**src/hw/mem_access_pkg.sv**
```systemverilog
`default_nettype none

package mem_access_pkg;

    // ============================================================
    // Data path widths
    // ============================================================

    localparam int word_bits = 32;
    localparam int word_bytes = word_bits / 8;

    typedef logic [word_bits-1:0] word_t;
    typedef logic [word_bits-1:0] addr_t;    // Byte address
    typedef logic [word_bytes-1:0] strb_t;   // One bit per byte lane

    // Access width of a load or store
    typedef enum logic [1:0] {
        size_byte = 2'b00,
        size_half = 2'b01,
        size_word = 2'b10
    } lsu_size_t;

    // ============================================================
    // Data RAM geometry
    // ============================================================

    localparam int ram_words = 1024;
    localparam int ram_index_bits = 10;      // Word index, address bits 11:2

    // Bank select sits right above the byte offset, bits 3:2
    localparam int bank_bits = 2;

endpackage

`default_nettype wire

```
**src/hw/store_format.sv**
```systemverilog
`timescale 1ns/1ns
`default_nettype none

module store_format (
    input  wire mem_access_pkg::lsu_size_t size,
    input  wire logic [1:0]                addr_lo,
    input  wire mem_access_pkg::word_t     sdata,
    output mem_access_pkg::word_t          wdata,
    output mem_access_pkg::strb_t          wstrb
);

    // Data goes out on every lane, the strobe picks the one that counts
    always_comb begin
        case (size)
            mem_access_pkg::size_byte: begin
                wdata = {4{sdata[7:0]}};
                wstrb = 4'b0001 << addr_lo;
            end
            mem_access_pkg::size_half: begin
                wdata = {2{sdata[15:0]}};
                if (addr_lo[1]) begin
                    wstrb = 4'b1100;    // Upper half
                end else begin
                    wstrb = 4'b0011;
                end
            end
            default: begin
                wdata = sdata;
                wstrb = 4'b1111;
            end
        endcase
    end

endmodule

`default_nettype wire

```
**config.mk**
```make
export PLATFORM = sky130hd
export DESIGN_NAME = store_format
export DESIGN_NICKNAME = d
export VERILOG_FILES = /design/src/hw/mem_access_pkg.sv /design/src/hw/store_format.sv
export SDC_FILE = /design/constraint.sdc
export NUM_CORES = 1
export LEC_CHECK = 0
export ABC_CLOCK_PERIOD_IN_PS = 2530
export BUFFER_PORTS_ARGS = -buffer_cell sky130_fd_sc_hd__buf_4
export CORE_MARGIN = 2
export CORE_UTILIZATION = 35
export DETAILED_ROUTE_END_ITERATION = 12
export PLACE_DENSITY = 0.9
export REMOVE_ABC_BUFFERS = 1
export SLEW_MARGIN = 15
export SYNTH_ARGS = -nofsm -noshare
export SYNTH_HDL_FRONTEND = slang
export SYNTH_SLANG_ARGS = --single-unit
```
**constraint.sdc**
```tcl
create_clock -name vclk -period 2.53
set_clock_uncertainty 0.2 [all_clocks]
set_input_delay 0.6325 -clock vclk [all_inputs]
set_output_delay 0.6325 -clock vclk [all_outputs]
set_load 0.05 [all_outputs]
```
# After elaboration in Yosys (flattened, before gate mapping)

Cells that the tools add are included.
W data, S select, Z words.

Flip-flop bits (word level): 0
Input port bits: 36
Word-level logic and storage cells: 6

Equality and inequality tests: 1
Shift-type cells: 1
Mux-type cells: 3
Reductions and logical operators: 1

Operators with widths:

| operator              | count |
|---|---|
| $pmux W32 S2          | 1 |
| $pmux W4 S2           | 1 |
| $mux W4               | 1 |
| $shl A1 B2 Y4 const A | 1 |
| $eq A2 B1 Y1 const B  | 1 |
| $logic_not A2 Y1      | 1 |

# Depth between registers and ports, before layout

Depth in word-level cells: 2
Depth in mapped cells: 4
Mapped depth without buffers: 2

# Worst setup path after synthesis

Ideal clock, no wire load.

Path kind: input-to-output
Start: input port size[0]
End: output port wstrb[1]
Arrival: 1.565 ns
Required time: 1.697 ns
Slack: 0.132 ns
Cell stages on the path: 3
Cells stage by stage: buf_6 > nor2_1 > o21bai_1

Longest elaborated chain between the ends: 2

Ends and longest elaborated chain:

| element                                          | RTL line           | source |
|---|---|---|
| start: declaration                               | store_format.sv:5  | `input wire mem_access_pkg::lsu_size_t size,` |
| $eq A2 B1 Y1 or $logic_not A2 Y1 (tied branches) | store_format.sv:14 | `case (size)` |
| $pmux W4 S2 *                                    | store_format.sv:14 |  |
| end: declaration                                 | store_format.sv:9  | `output mem_access_pkg::strb_t wstrb` |

Mark *: on every way between the ends. The rest lies on a longest branch, timed or not.

# Worst setup path in the final report

Start: input port size[1]
End: output port wdata[13]

Longest elaborated chain between the ends: 2

Ends and longest elaborated chain:

| element                                          | RTL line           | source |
|---|---|---|
| $eq A2 B1 Y1 or $logic_not A2 Y1 (tied branches) | store_format.sv:14 |  |
| $pmux W32 S2 *                                   | store_format.sv:14 |  |
| end: declaration                                 | store_format.sv:8  | `output mem_access_pkg::word_t wdata,` |

Marks and branches as above.

==> flow_metrics.env <==
export IMPL_status="complete, no violations"
export IMPL_cts_setup_buffers=0
export IMPL_cp_endpoint="wdata[13]"
export IMPL_fin_crit_ns=2.42
export IMPL_relSlewSlack=0.821
export IMPL_core_rowCount=14
export IMPL_chipHeight_um=43.0
export IMPL_hp_class="input port to output pin"
export IMPL_p_per_area_nw_per_um2=336
export IMPL_hold_violations=0
export IMPL_drtAntennaViolNets=0
export IMPL_critical_path_max_fanout=8
export IMPL_drt_initial_drc_count=4
export IMPL_max_freq_mhz=414
export IMPL_max_vdd_ir_drop_mv=0.203
export IMPL_cp_data_arrival_time_ns=1.58
export IMPL_cp_required_ns=1.70
export IMPL_grt_pass1_wl_um=2680
export IMPL_post_synth_cell_area_avg_sq_um=8.86
export IMPL_viasPerCell=4.81
export IMPL_gp_congestion=0.652
export IMPL_drt_wl_total_um=1670
export IMPL_cts_hold_buf=0
export IMPL_drt_pass1_iter_count=3
export IMPL_pin_count=72
export IMPL_hpwlAfterDp_um=1430
export IMPL_fin_crit_sh=0.955
export IMPL_synth_yosys_warnings=0
export IMPL_crit_type="input port to output pin"
export IMPL_track_usage=0.177
export IMPL_wl_per_cell_um=12.1
export IMPL_clkbuf_count=0
export IMPL_startpoint_type="input port"
export IMPL_cts_resized=0
export IMPL_rsz0062_at_grt="no"
export IMPL_areaGrowthSynthToFinish_pct=90.1
export IMPL_p_leak_nw=0.543
export IMPL_drv_cap=0
export IMPL_fin_tns_setup_ns=0
export IMPL_synth_area_top_cells="mux2_2 34%, mux2i_1 15%, o21ai_2 13%"
export IMPL_drc_errors=0
export IMPL_port_buffers=72
export IMPL_setup_slack_ns=0.115
export IMPL_crit_start="size[1]"
export IMPL_finalNetCount=160
export IMPL_grt_max_degree=29
export IMPL_dieArea_sq_um=1850
export IMPL_yosys_area_top_type_share=0.339
export IMPL_register_area_sq_um=0
export IMPL_tightest_slew_ns=0.269
export IMPL_drv_slew=0
export IMPL_via_count=664
export IMPL_syn_area_sq_um=532
export IMPL_start_util=0.361
export IMPL_yosysTopAreaCell="mux2_2"
export IMPL_ys_types=13
export IMPL_grt_pass1_vias=666
export IMPL_diodes=0
export IMPL_post_place_ws_ns=0.114
export IMPL_seq_cell_count=0
export IMPL_grt_overflow=0
export IMPL_synthCells=60
export IMPL_total_power_mw=0.340
export IMPL_drive_gt1_frac=0.820
export IMPL_setup_violations=0
export IMPL_end_kind="output pin"
export IMPL_die_w_um=43.0
export IMPL_ys_seq_area_frac=0
export IMPL_antenna_found_initial=0
export IMPL_core_area_sq_um=1470
[where the power goes]
| part | internal [mW] | leakage, nW | switching [mW] |
|---|---|---|---|
| clock network | 0 | 0 | 0 |
| registers | 0 | 0 | 0 |
| logic | 0.127 | 0.543 | 0.212 |
| total | 0.127 | 0.543 | 0.212 |
[worst min-delay path by stage]
stage,from,to,slack (ns),depth (start not counted)
floorplan,sdata[0],wdata[0],1.07,0
global placement,sdata[5],wdata[5],1.34,2
detailed placement,sdata[6],wdata[6],1.35,2
CTS,sdata[6],wdata[6],1.35,2
global route,sdata[6],wdata[6],1.35,2
finish,sdata[6],wdata[6],1.35,2
[stage by stage]
stage                     instances  hold WS (ns)   util  cell area, sq um
after global routing            138          1.35  0.687              1010
after global placement          138          1.34  0.687              1010
after floorplan                  48          1.07      -               423
after detailed placement        138          1.35  0.687              1010
final                           138          1.35  0.687              1010
after CTS                       138          1.35  0.687              1010
[cell usage after synthesis]
| library cell | number |
|---|---|
| o21ai_2 | 8 |
| nand2_1 | 8 |
| mux2i_1 | 8 |
| a21o_1 | 2 |
| buf_4 | 8 |
| mux2_2 | 16 |
| inv_1 | 1 |
| nor2_1 | 1 |
| buf_6 | 3 |
| o21bai_1 | 2 |
| nand2b_4 | 1 |
| nor2_4 | 1 |
| buf_8 | 1 |
[cell families (layout without fill, tap and decap cells)]
| logic type | after synthesis | in the layout | share of synthesized area |
|---|---|---|---|
| buf+inv | 13 | 75 | 0.212 |
| mux | 24 | 24 | 0.489 |
| compound gates | 12 | 12 | 0.188 |
| simple gates | 11 | 11 | 0.111 |
[metal layers]
| layer | routed length [um] | vias to the layer above | GRT usage |
|---|---|---|---|
| met4 | 0 | 0 | 0 |
| li1 | - | 336 | - |
| met3 | 155 | 0 | 0.0128 |
| met2 | 995 | 40 | 0.406 |
| met1 | 517 | 288 | 0.170 |
| met5 | 0 | - | 0 |
[final cells by class]
cell class | instances | area, sq um
multi-input combinational | 47 | 419
inverter | 1 | 3.75
timing repair buffer | 74 | 568
fill | 134 | 460
tap | 16 | 20.0
[placed cells by master, fill, tap and decap left out]
cell / instances
a21o_1: 2
buf_12: 1
buf_4: 73
inv_1: 1
mux2_2: 16
mux2i_1: 8
nand2_1: 8
nand2b_4: 1
nor2_1: 1
nor2_4: 1
o21ai_2: 8
o21bai_1: 2
[worst max-delay path: stages]
cell	delay, ns
buf_4	0.13
nor2_4	0.25
mux2_2	0.38
buf_4	0.19
Note: power is estimated with default switching activity, not from simulation.
