$ cat config.mk
export PLATFORM = sky130hd
export DESIGN_NAME = load_align
export DESIGN_NICKNAME = d
export VERILOG_FILES = /design/src/hw/mem_access_pkg.sv /design/src/hw/load_align.sv
export SDC_FILE = /design/constraint.sdc
export NUM_CORES = 1
export LEC_CHECK = 0
export BUFFER_PORTS_ARGS = -buffer_cell sky130_fd_sc_hd__buf_2
export CORE_MARGIN = 5
export CORE_UTILIZATION = 39
export DETAILED_ROUTE_END_ITERATION = 10
export PLACE_DENSITY = 0.84
export SLEW_MARGIN = 20
export SYNTH_ARGS = -nofsm -noshare
export SYNTH_HDL_FRONTEND = slang
export SYNTH_SLANG_ARGS = --single-unit
$ cat constraint.sdc
create_clock -name vclk -period 1.58
set_input_delay 0.079 -clock vclk [all_inputs]
set_output_delay 0.079 -clock vclk [all_outputs]
set_load 0.01 [all_outputs]
$ cat src/hw/mem_access_pkg.sv
`default_nettype none

package mem_access_pkg;

    // ============================================================
    // Data path widths
    // ============================================================

    localparam int word_bits = 32;
    localparam int word_bytes = word_bits / 8;

    typedef logic [word_bits-1:0] word_t;
    typedef logic [word_bits-1:0] addr_t;    // Byte address
    typedef logic [word_bytes-1:0] strb_t;   // One bit per byte lane

    // Access width of a load or store
    typedef enum logic [1:0] {
        size_byte = 2'b00,
        size_half = 2'b01,
        size_word = 2'b10
    } lsu_size_t;

    // ============================================================
    // Data RAM geometry
    // ============================================================

    localparam int ram_words = 1024;
    localparam int ram_index_bits = 10;      // Word index, address bits 11:2

    // Bank select sits right above the byte offset, bits 3:2
    localparam int bank_bits = 2;

endpackage

`default_nettype wire

$ cat src/hw/load_align.sv
`timescale 1ns/1ns
`default_nettype none

module load_align (
    input  wire mem_access_pkg::word_t     rdata,
    input  wire logic [1:0]                addr_lo,
    input  wire mem_access_pkg::lsu_size_t size,
    input  wire logic                      is_unsigned,
    output mem_access_pkg::word_t          result
);

    mem_access_pkg::word_t shifted;

    // Bring the addressed lane down to bit 0
    assign shifted = rdata >> {addr_lo, 3'b000};

    always_comb begin
        case (size)
            mem_access_pkg::size_byte: begin
                if (is_unsigned) begin
                    result = {24'b0, shifted[7:0]};
                end else begin
                    result = {{24{shifted[7]}}, shifted[7:0]};
                end
            end
            mem_access_pkg::size_half: begin
                if (is_unsigned) begin
                    result = {16'b0, shifted[15:0]};
                end else begin
                    result = {{16{shifted[15]}}, shifted[15:0]};
                end
            end
            default: begin
                result = rdata;     // Word, aligned
            end
        endcase
    end

endmodule

`default_nettype wire

Word level (Yosys, flattened, before mapping)
Index checks and enable logic that the tools add are counted.
{"block": "totals", "reg_bits": 0, "latch_bits": 0, "mem_bits_rw": 0, "romBits": 0, "in_bits": 37, "out_inout_bits": 32, "elab_cells": 6, "n_memories": 0}
{"block": "classes", "addsub": 0, "n_mul": 0, "div": 0, "n_lt_le_gt_ge": 0, "n_eq_ne": 1, "shifts": 1, "muxes": 3, "bitwise_logic": 0, "n_reduce_logical": 1}
{"cell": "2-to-1 mux 32 bit", "count": 2}
{"cell": "one-hot mux 32 bit (2 select lines)", "count": 1}
{"cell": ">> shifter 32 x 5 -> 16 bit", "count": 1}
{"cell": "equality test 2 x 1 -> 1 bit (second input constant)", "count": 1}
{"cell": "logical NOT 2 bit", "count": 1}

Longest topological paths before layout
{"block": "depth", "word_depth": 3, "ltp_mapped": 5, "depth_no_buf": 3}

Least setup slack after synthesis
OpenSTA, ideal clock, no wires.
{"block": "synth_path", "path_type": "input port to output port", "start": "input port addr_lo[1]", "end": "output port result[21]", "arrival_time_ps": 1403, "t_required_ps": 1501, "setup_slack_ps": 98, "stages": 5, "path_cell_list": "buf_6 mux4_2 a221oi_4 buf_6 o21ai_1"}
{"block": "synth_via", "elab_chain_cells": 3, "word_cells_on_any_way": 4}
{"item": "start: declaration", "line": "load_align.sv:6", "text": "input wire logic [1:0] addr_lo,"}
{"item": ">> shifter 32 x 5 -> 16 bit *", "line": "load_align.sv:15", "text": "assign shifted = rdata >> {addr_lo, 3'b000};"}
{"item": "2-to-1 mux 32 bit (on tied branches)", "line": "load_align.sv:27, load_align.sv:20"}
{"item": "one-hot mux 32 bit (2 select lines) *", "line": "load_align.sv:18", "text": "case (size)"}
{"item": "end: declaration", "line": "load_align.sv:9", "text": "output mem_access_pkg::word_t result"}
Every way passes the cells marked *; elsewhere a longest branch is shown, timed or not.

Final worst setup path
{"block": "layout_path", "start": "input port rdata[23]", "end": "output port result[20]"}
{"block": "layout_via", "elab_chain_cells": 3, "word_cells_on_any_way": 4}
{"item": "start: declaration", "line": "load_align.sv:5", "text": "input wire mem_access_pkg::word_t rdata,"}
{"item": ">> shifter 32 x 5 -> 16 bit *", "line": "load_align.sv:15"}
{"item": "2-to-1 mux 32 bit (on tied branches)", "line": "load_align.sv:27, load_align.sv:20"}
{"item": "one-hot mux 32 bit (2 select lines) *", "line": "load_align.sv:18"}
Marks and branches as above.

==> results.py <==
metrics = {
    "global_routing": {
        "grt_max_degree": 20,
        "gr-usage-all-layers_pct": 20.2,
        "grt_pass1_vias": 1086,
        "grt_pass1_wl_um": 4610,
        "antenna_found_initial": 0,
        "overflow": 0,
    },
    "placed_design": {
        "dp_hpwl_um": 2320,
        "port-buffer-count": 69,
        "post_dp_cell_area_um2": 1140,
        "place_congestion": 0.871,
    },
    "sta": {
        "setup_viol": 9,
        "rsz0062_at_grt": "true",
        "slew_headroom_pct": 58.4,
        "whs_ns": 0.450,
        "worst_pin_slew_ns": 0.623,
        "period_share_pct": 103,
        "fmax_mhz": 616,
        "finalMaxSlewViolations": 0,
        "layout_setup_ws_ns": -0.0446,
        "fin_crit_ns": 1.62,
        "finalHoldViolCount": 0,
    },
    "synthesis": {
        "synth_top_area_share_pct": 14.2,
        "yosys_warnings": 0,
        "yosysMostFrequentCell": "nand2_1",
        "syn_nets": 150,
        "synth_cells": 113,
        "synth_cell_types": 23,
        "seq_area_frac_synth_pct": 0,
        "synth_top_area_cell": "nand2_1",
        "syn-cell-area_um2": 741,
        "synth_area_leaders": "nand2_1 14%, mux2i_1 9.5%, o211a_1 9.5%",
        "synthTopCellsByCount": "28 x nand2_1, 10 x clkbuf_1, 10 x o21ai_1",
        "synth_area_per_cell_um2": 6.55,
    },
    "critical_path": {
        "critPathMaxStageDelay_ns": 0.50,
        "critPathMaxFanout": 8,
        "cp_cell_sequence": "buf_2 -> mux4_2 -> a221oi_4 -> clkbuf_16 -> o21ai_1 -> buf_2",
        "cp_top_family": "buffers and inverters",
        "crit_top_cell": "buf_2",
        "crit_required_ns": 1.50,
        "cp_num_buf_inv": 3,
        "cp-end-kind": "output port",
        "start_kind": "input pin",
        "critPathArrivalTime_ns": 1.55,
        "crit_slowest_cell": "mux4_2",
        "worst-setup-path-type": "in -> out",
    },
    "layout": {
        "seq_cells": 0,
        "nClkBuffers": 0,
        "area_delta_synth_final_pct": 65.5,
        "area.sequential_um2": 0,
        "num-nets-final": 220,
        "stdcell_area_um2": 1230,
        "layout-drive-gt1-share_pct": 49.7,
        "n_antenna_cell": 0,
        "fillerInstances": 164,
    },
    "power": {
        "p_per_area_nw_per_um2": 357,
        "ir_drop_mv": 0.213,
        "power.leakage_nw": 0.683,
    },
    "floorplan": {
        "fp.dieW_um": 53.6,
        "die-area_um2": 2870,
        "start_util_pct": 42.0,
        "rows": 15,
        "io_pins": 69,
        "fp.dieH_um": 53.6,
        "core_region_area_um2": 1760,
    },
    "worst_hold_path": {
        "hold_class": "in -> out",
    },
    "run": {
        "max_cap_violations": 0,
    },
    "outcome": {
        "violations": "setup timing",
        "status": "complete, but fails checks",
    },
    "route": {
        "viasPerCell": 5.62,
        "wire_per_inst_um": 14.3,
        "drtPass1Iterations": 4,
        "ant_nets": 0,
        "drc": 0,
        "drt-total-wl_um": 2940,
        "vias": 1157,
        "drt-initial-drc-count": 29,
    },
}
## repair_timing
action                                 4_1_cts  5_1_grt
cloned                                       0        1
gates resized for setup                      1       15
setup buffers                                1        0
hold buffers                                 0        0
pin swaps                                    0        1
endpoints found under the hold margin        0        0
setup endpoints to repair                   11       23
## report_power, final
| part | total [mW] | switching, mW | internal [mW] |
|---|---|---|---|
| Clock | 0 | 0 | 0 |
| Sequential | 0 | 0 | 0 |
| Combinational | 0.438 | 0.225 | 0.213 |
| Total | 0.438 | 0.225 | 0.213 |
## path summary, 6_finish.rpt
| kind | from | endpoint | slack (ns) | cells after the start |
|---|---|---|---|---|
| worst max-delay path | rdata[23] | result[20] | -0.04 | 6 |
| worst min-delay path | rdata[7] | result[7] | 0.45 | 4 |
## tightest hold or removal path, cell delays in order
cell     delay [ns]
buf_2          0.09
nand2_1        0.05
nand2_1        0.04
buf_2          0.12
## cells by family (layout without fill, tap and decap cells)
kind of cell	count (synthesis)	count (layout)	synth area share, %
AO/OA/AOI/OAI	49	49	50.8
AND/OR/NAND/NOR	39	39	25.0
buffers and inverters	16	84	10.1
multiplexers	9	9	14.0
## cells in the final DEF (no fill, tap or decap), drive strengths merged
master,synthesis,routed
nor2b,2,2
o2bb2ai,6,6
a21oi,1,1
inv,3,3
mux2,1,1
buf,2,79
a22o,6,6
mux2i,7,7
clkinv,1,1
and4b,1,1
a2bb2oi,2,2
o31ai,7,7
a221oi,1,1
clkbuf,10,1
nand3b,7,7
o211a,7,7
nand2,28,28
mux4,1,1
o21bai,1,1
o21ai,17,17
a211oi,1,1
nand3,1,1
## area by class of cell
type | instances | area (um^2) | area share [%]
Timing Repair Buffer | 80 | 488 | 39.8
Inverter | 4 | 15.0 | 1.22
Multi-Input combinational cell | 97 | 692 | 56.4
Tap cell | 25 | 31.3 | 2.55
## stage by stage
step	std cells	utilization [%]	worst slack (ns)	power (mW)	TNS (ns)
3_5_place_dp	204	64.5	-0.0248	0.398	-0.129
4_1_cts	205	65.1	0.00663	0.405	0
6_report	206	69.5	-0.0446	0.438	-0.272
2_1_floorplan	113	-	0.0980	0.227	0
3_3_place_gp	204	64.5	0.0308	0.390	0
5_1_grt	206	69.5	-0.0709	0.479	-0.908
## metal layers
metal  share of wire (%)  global-route usage (%)  wire length (um)
met2                  50                    36.5              1460
met1                  40                    26.3              1180
met5                   0                       0                 0
met3                 8.8                    2.49               257
met4                 1.2                    2.13                36
(Power assumes the default switching activity.)
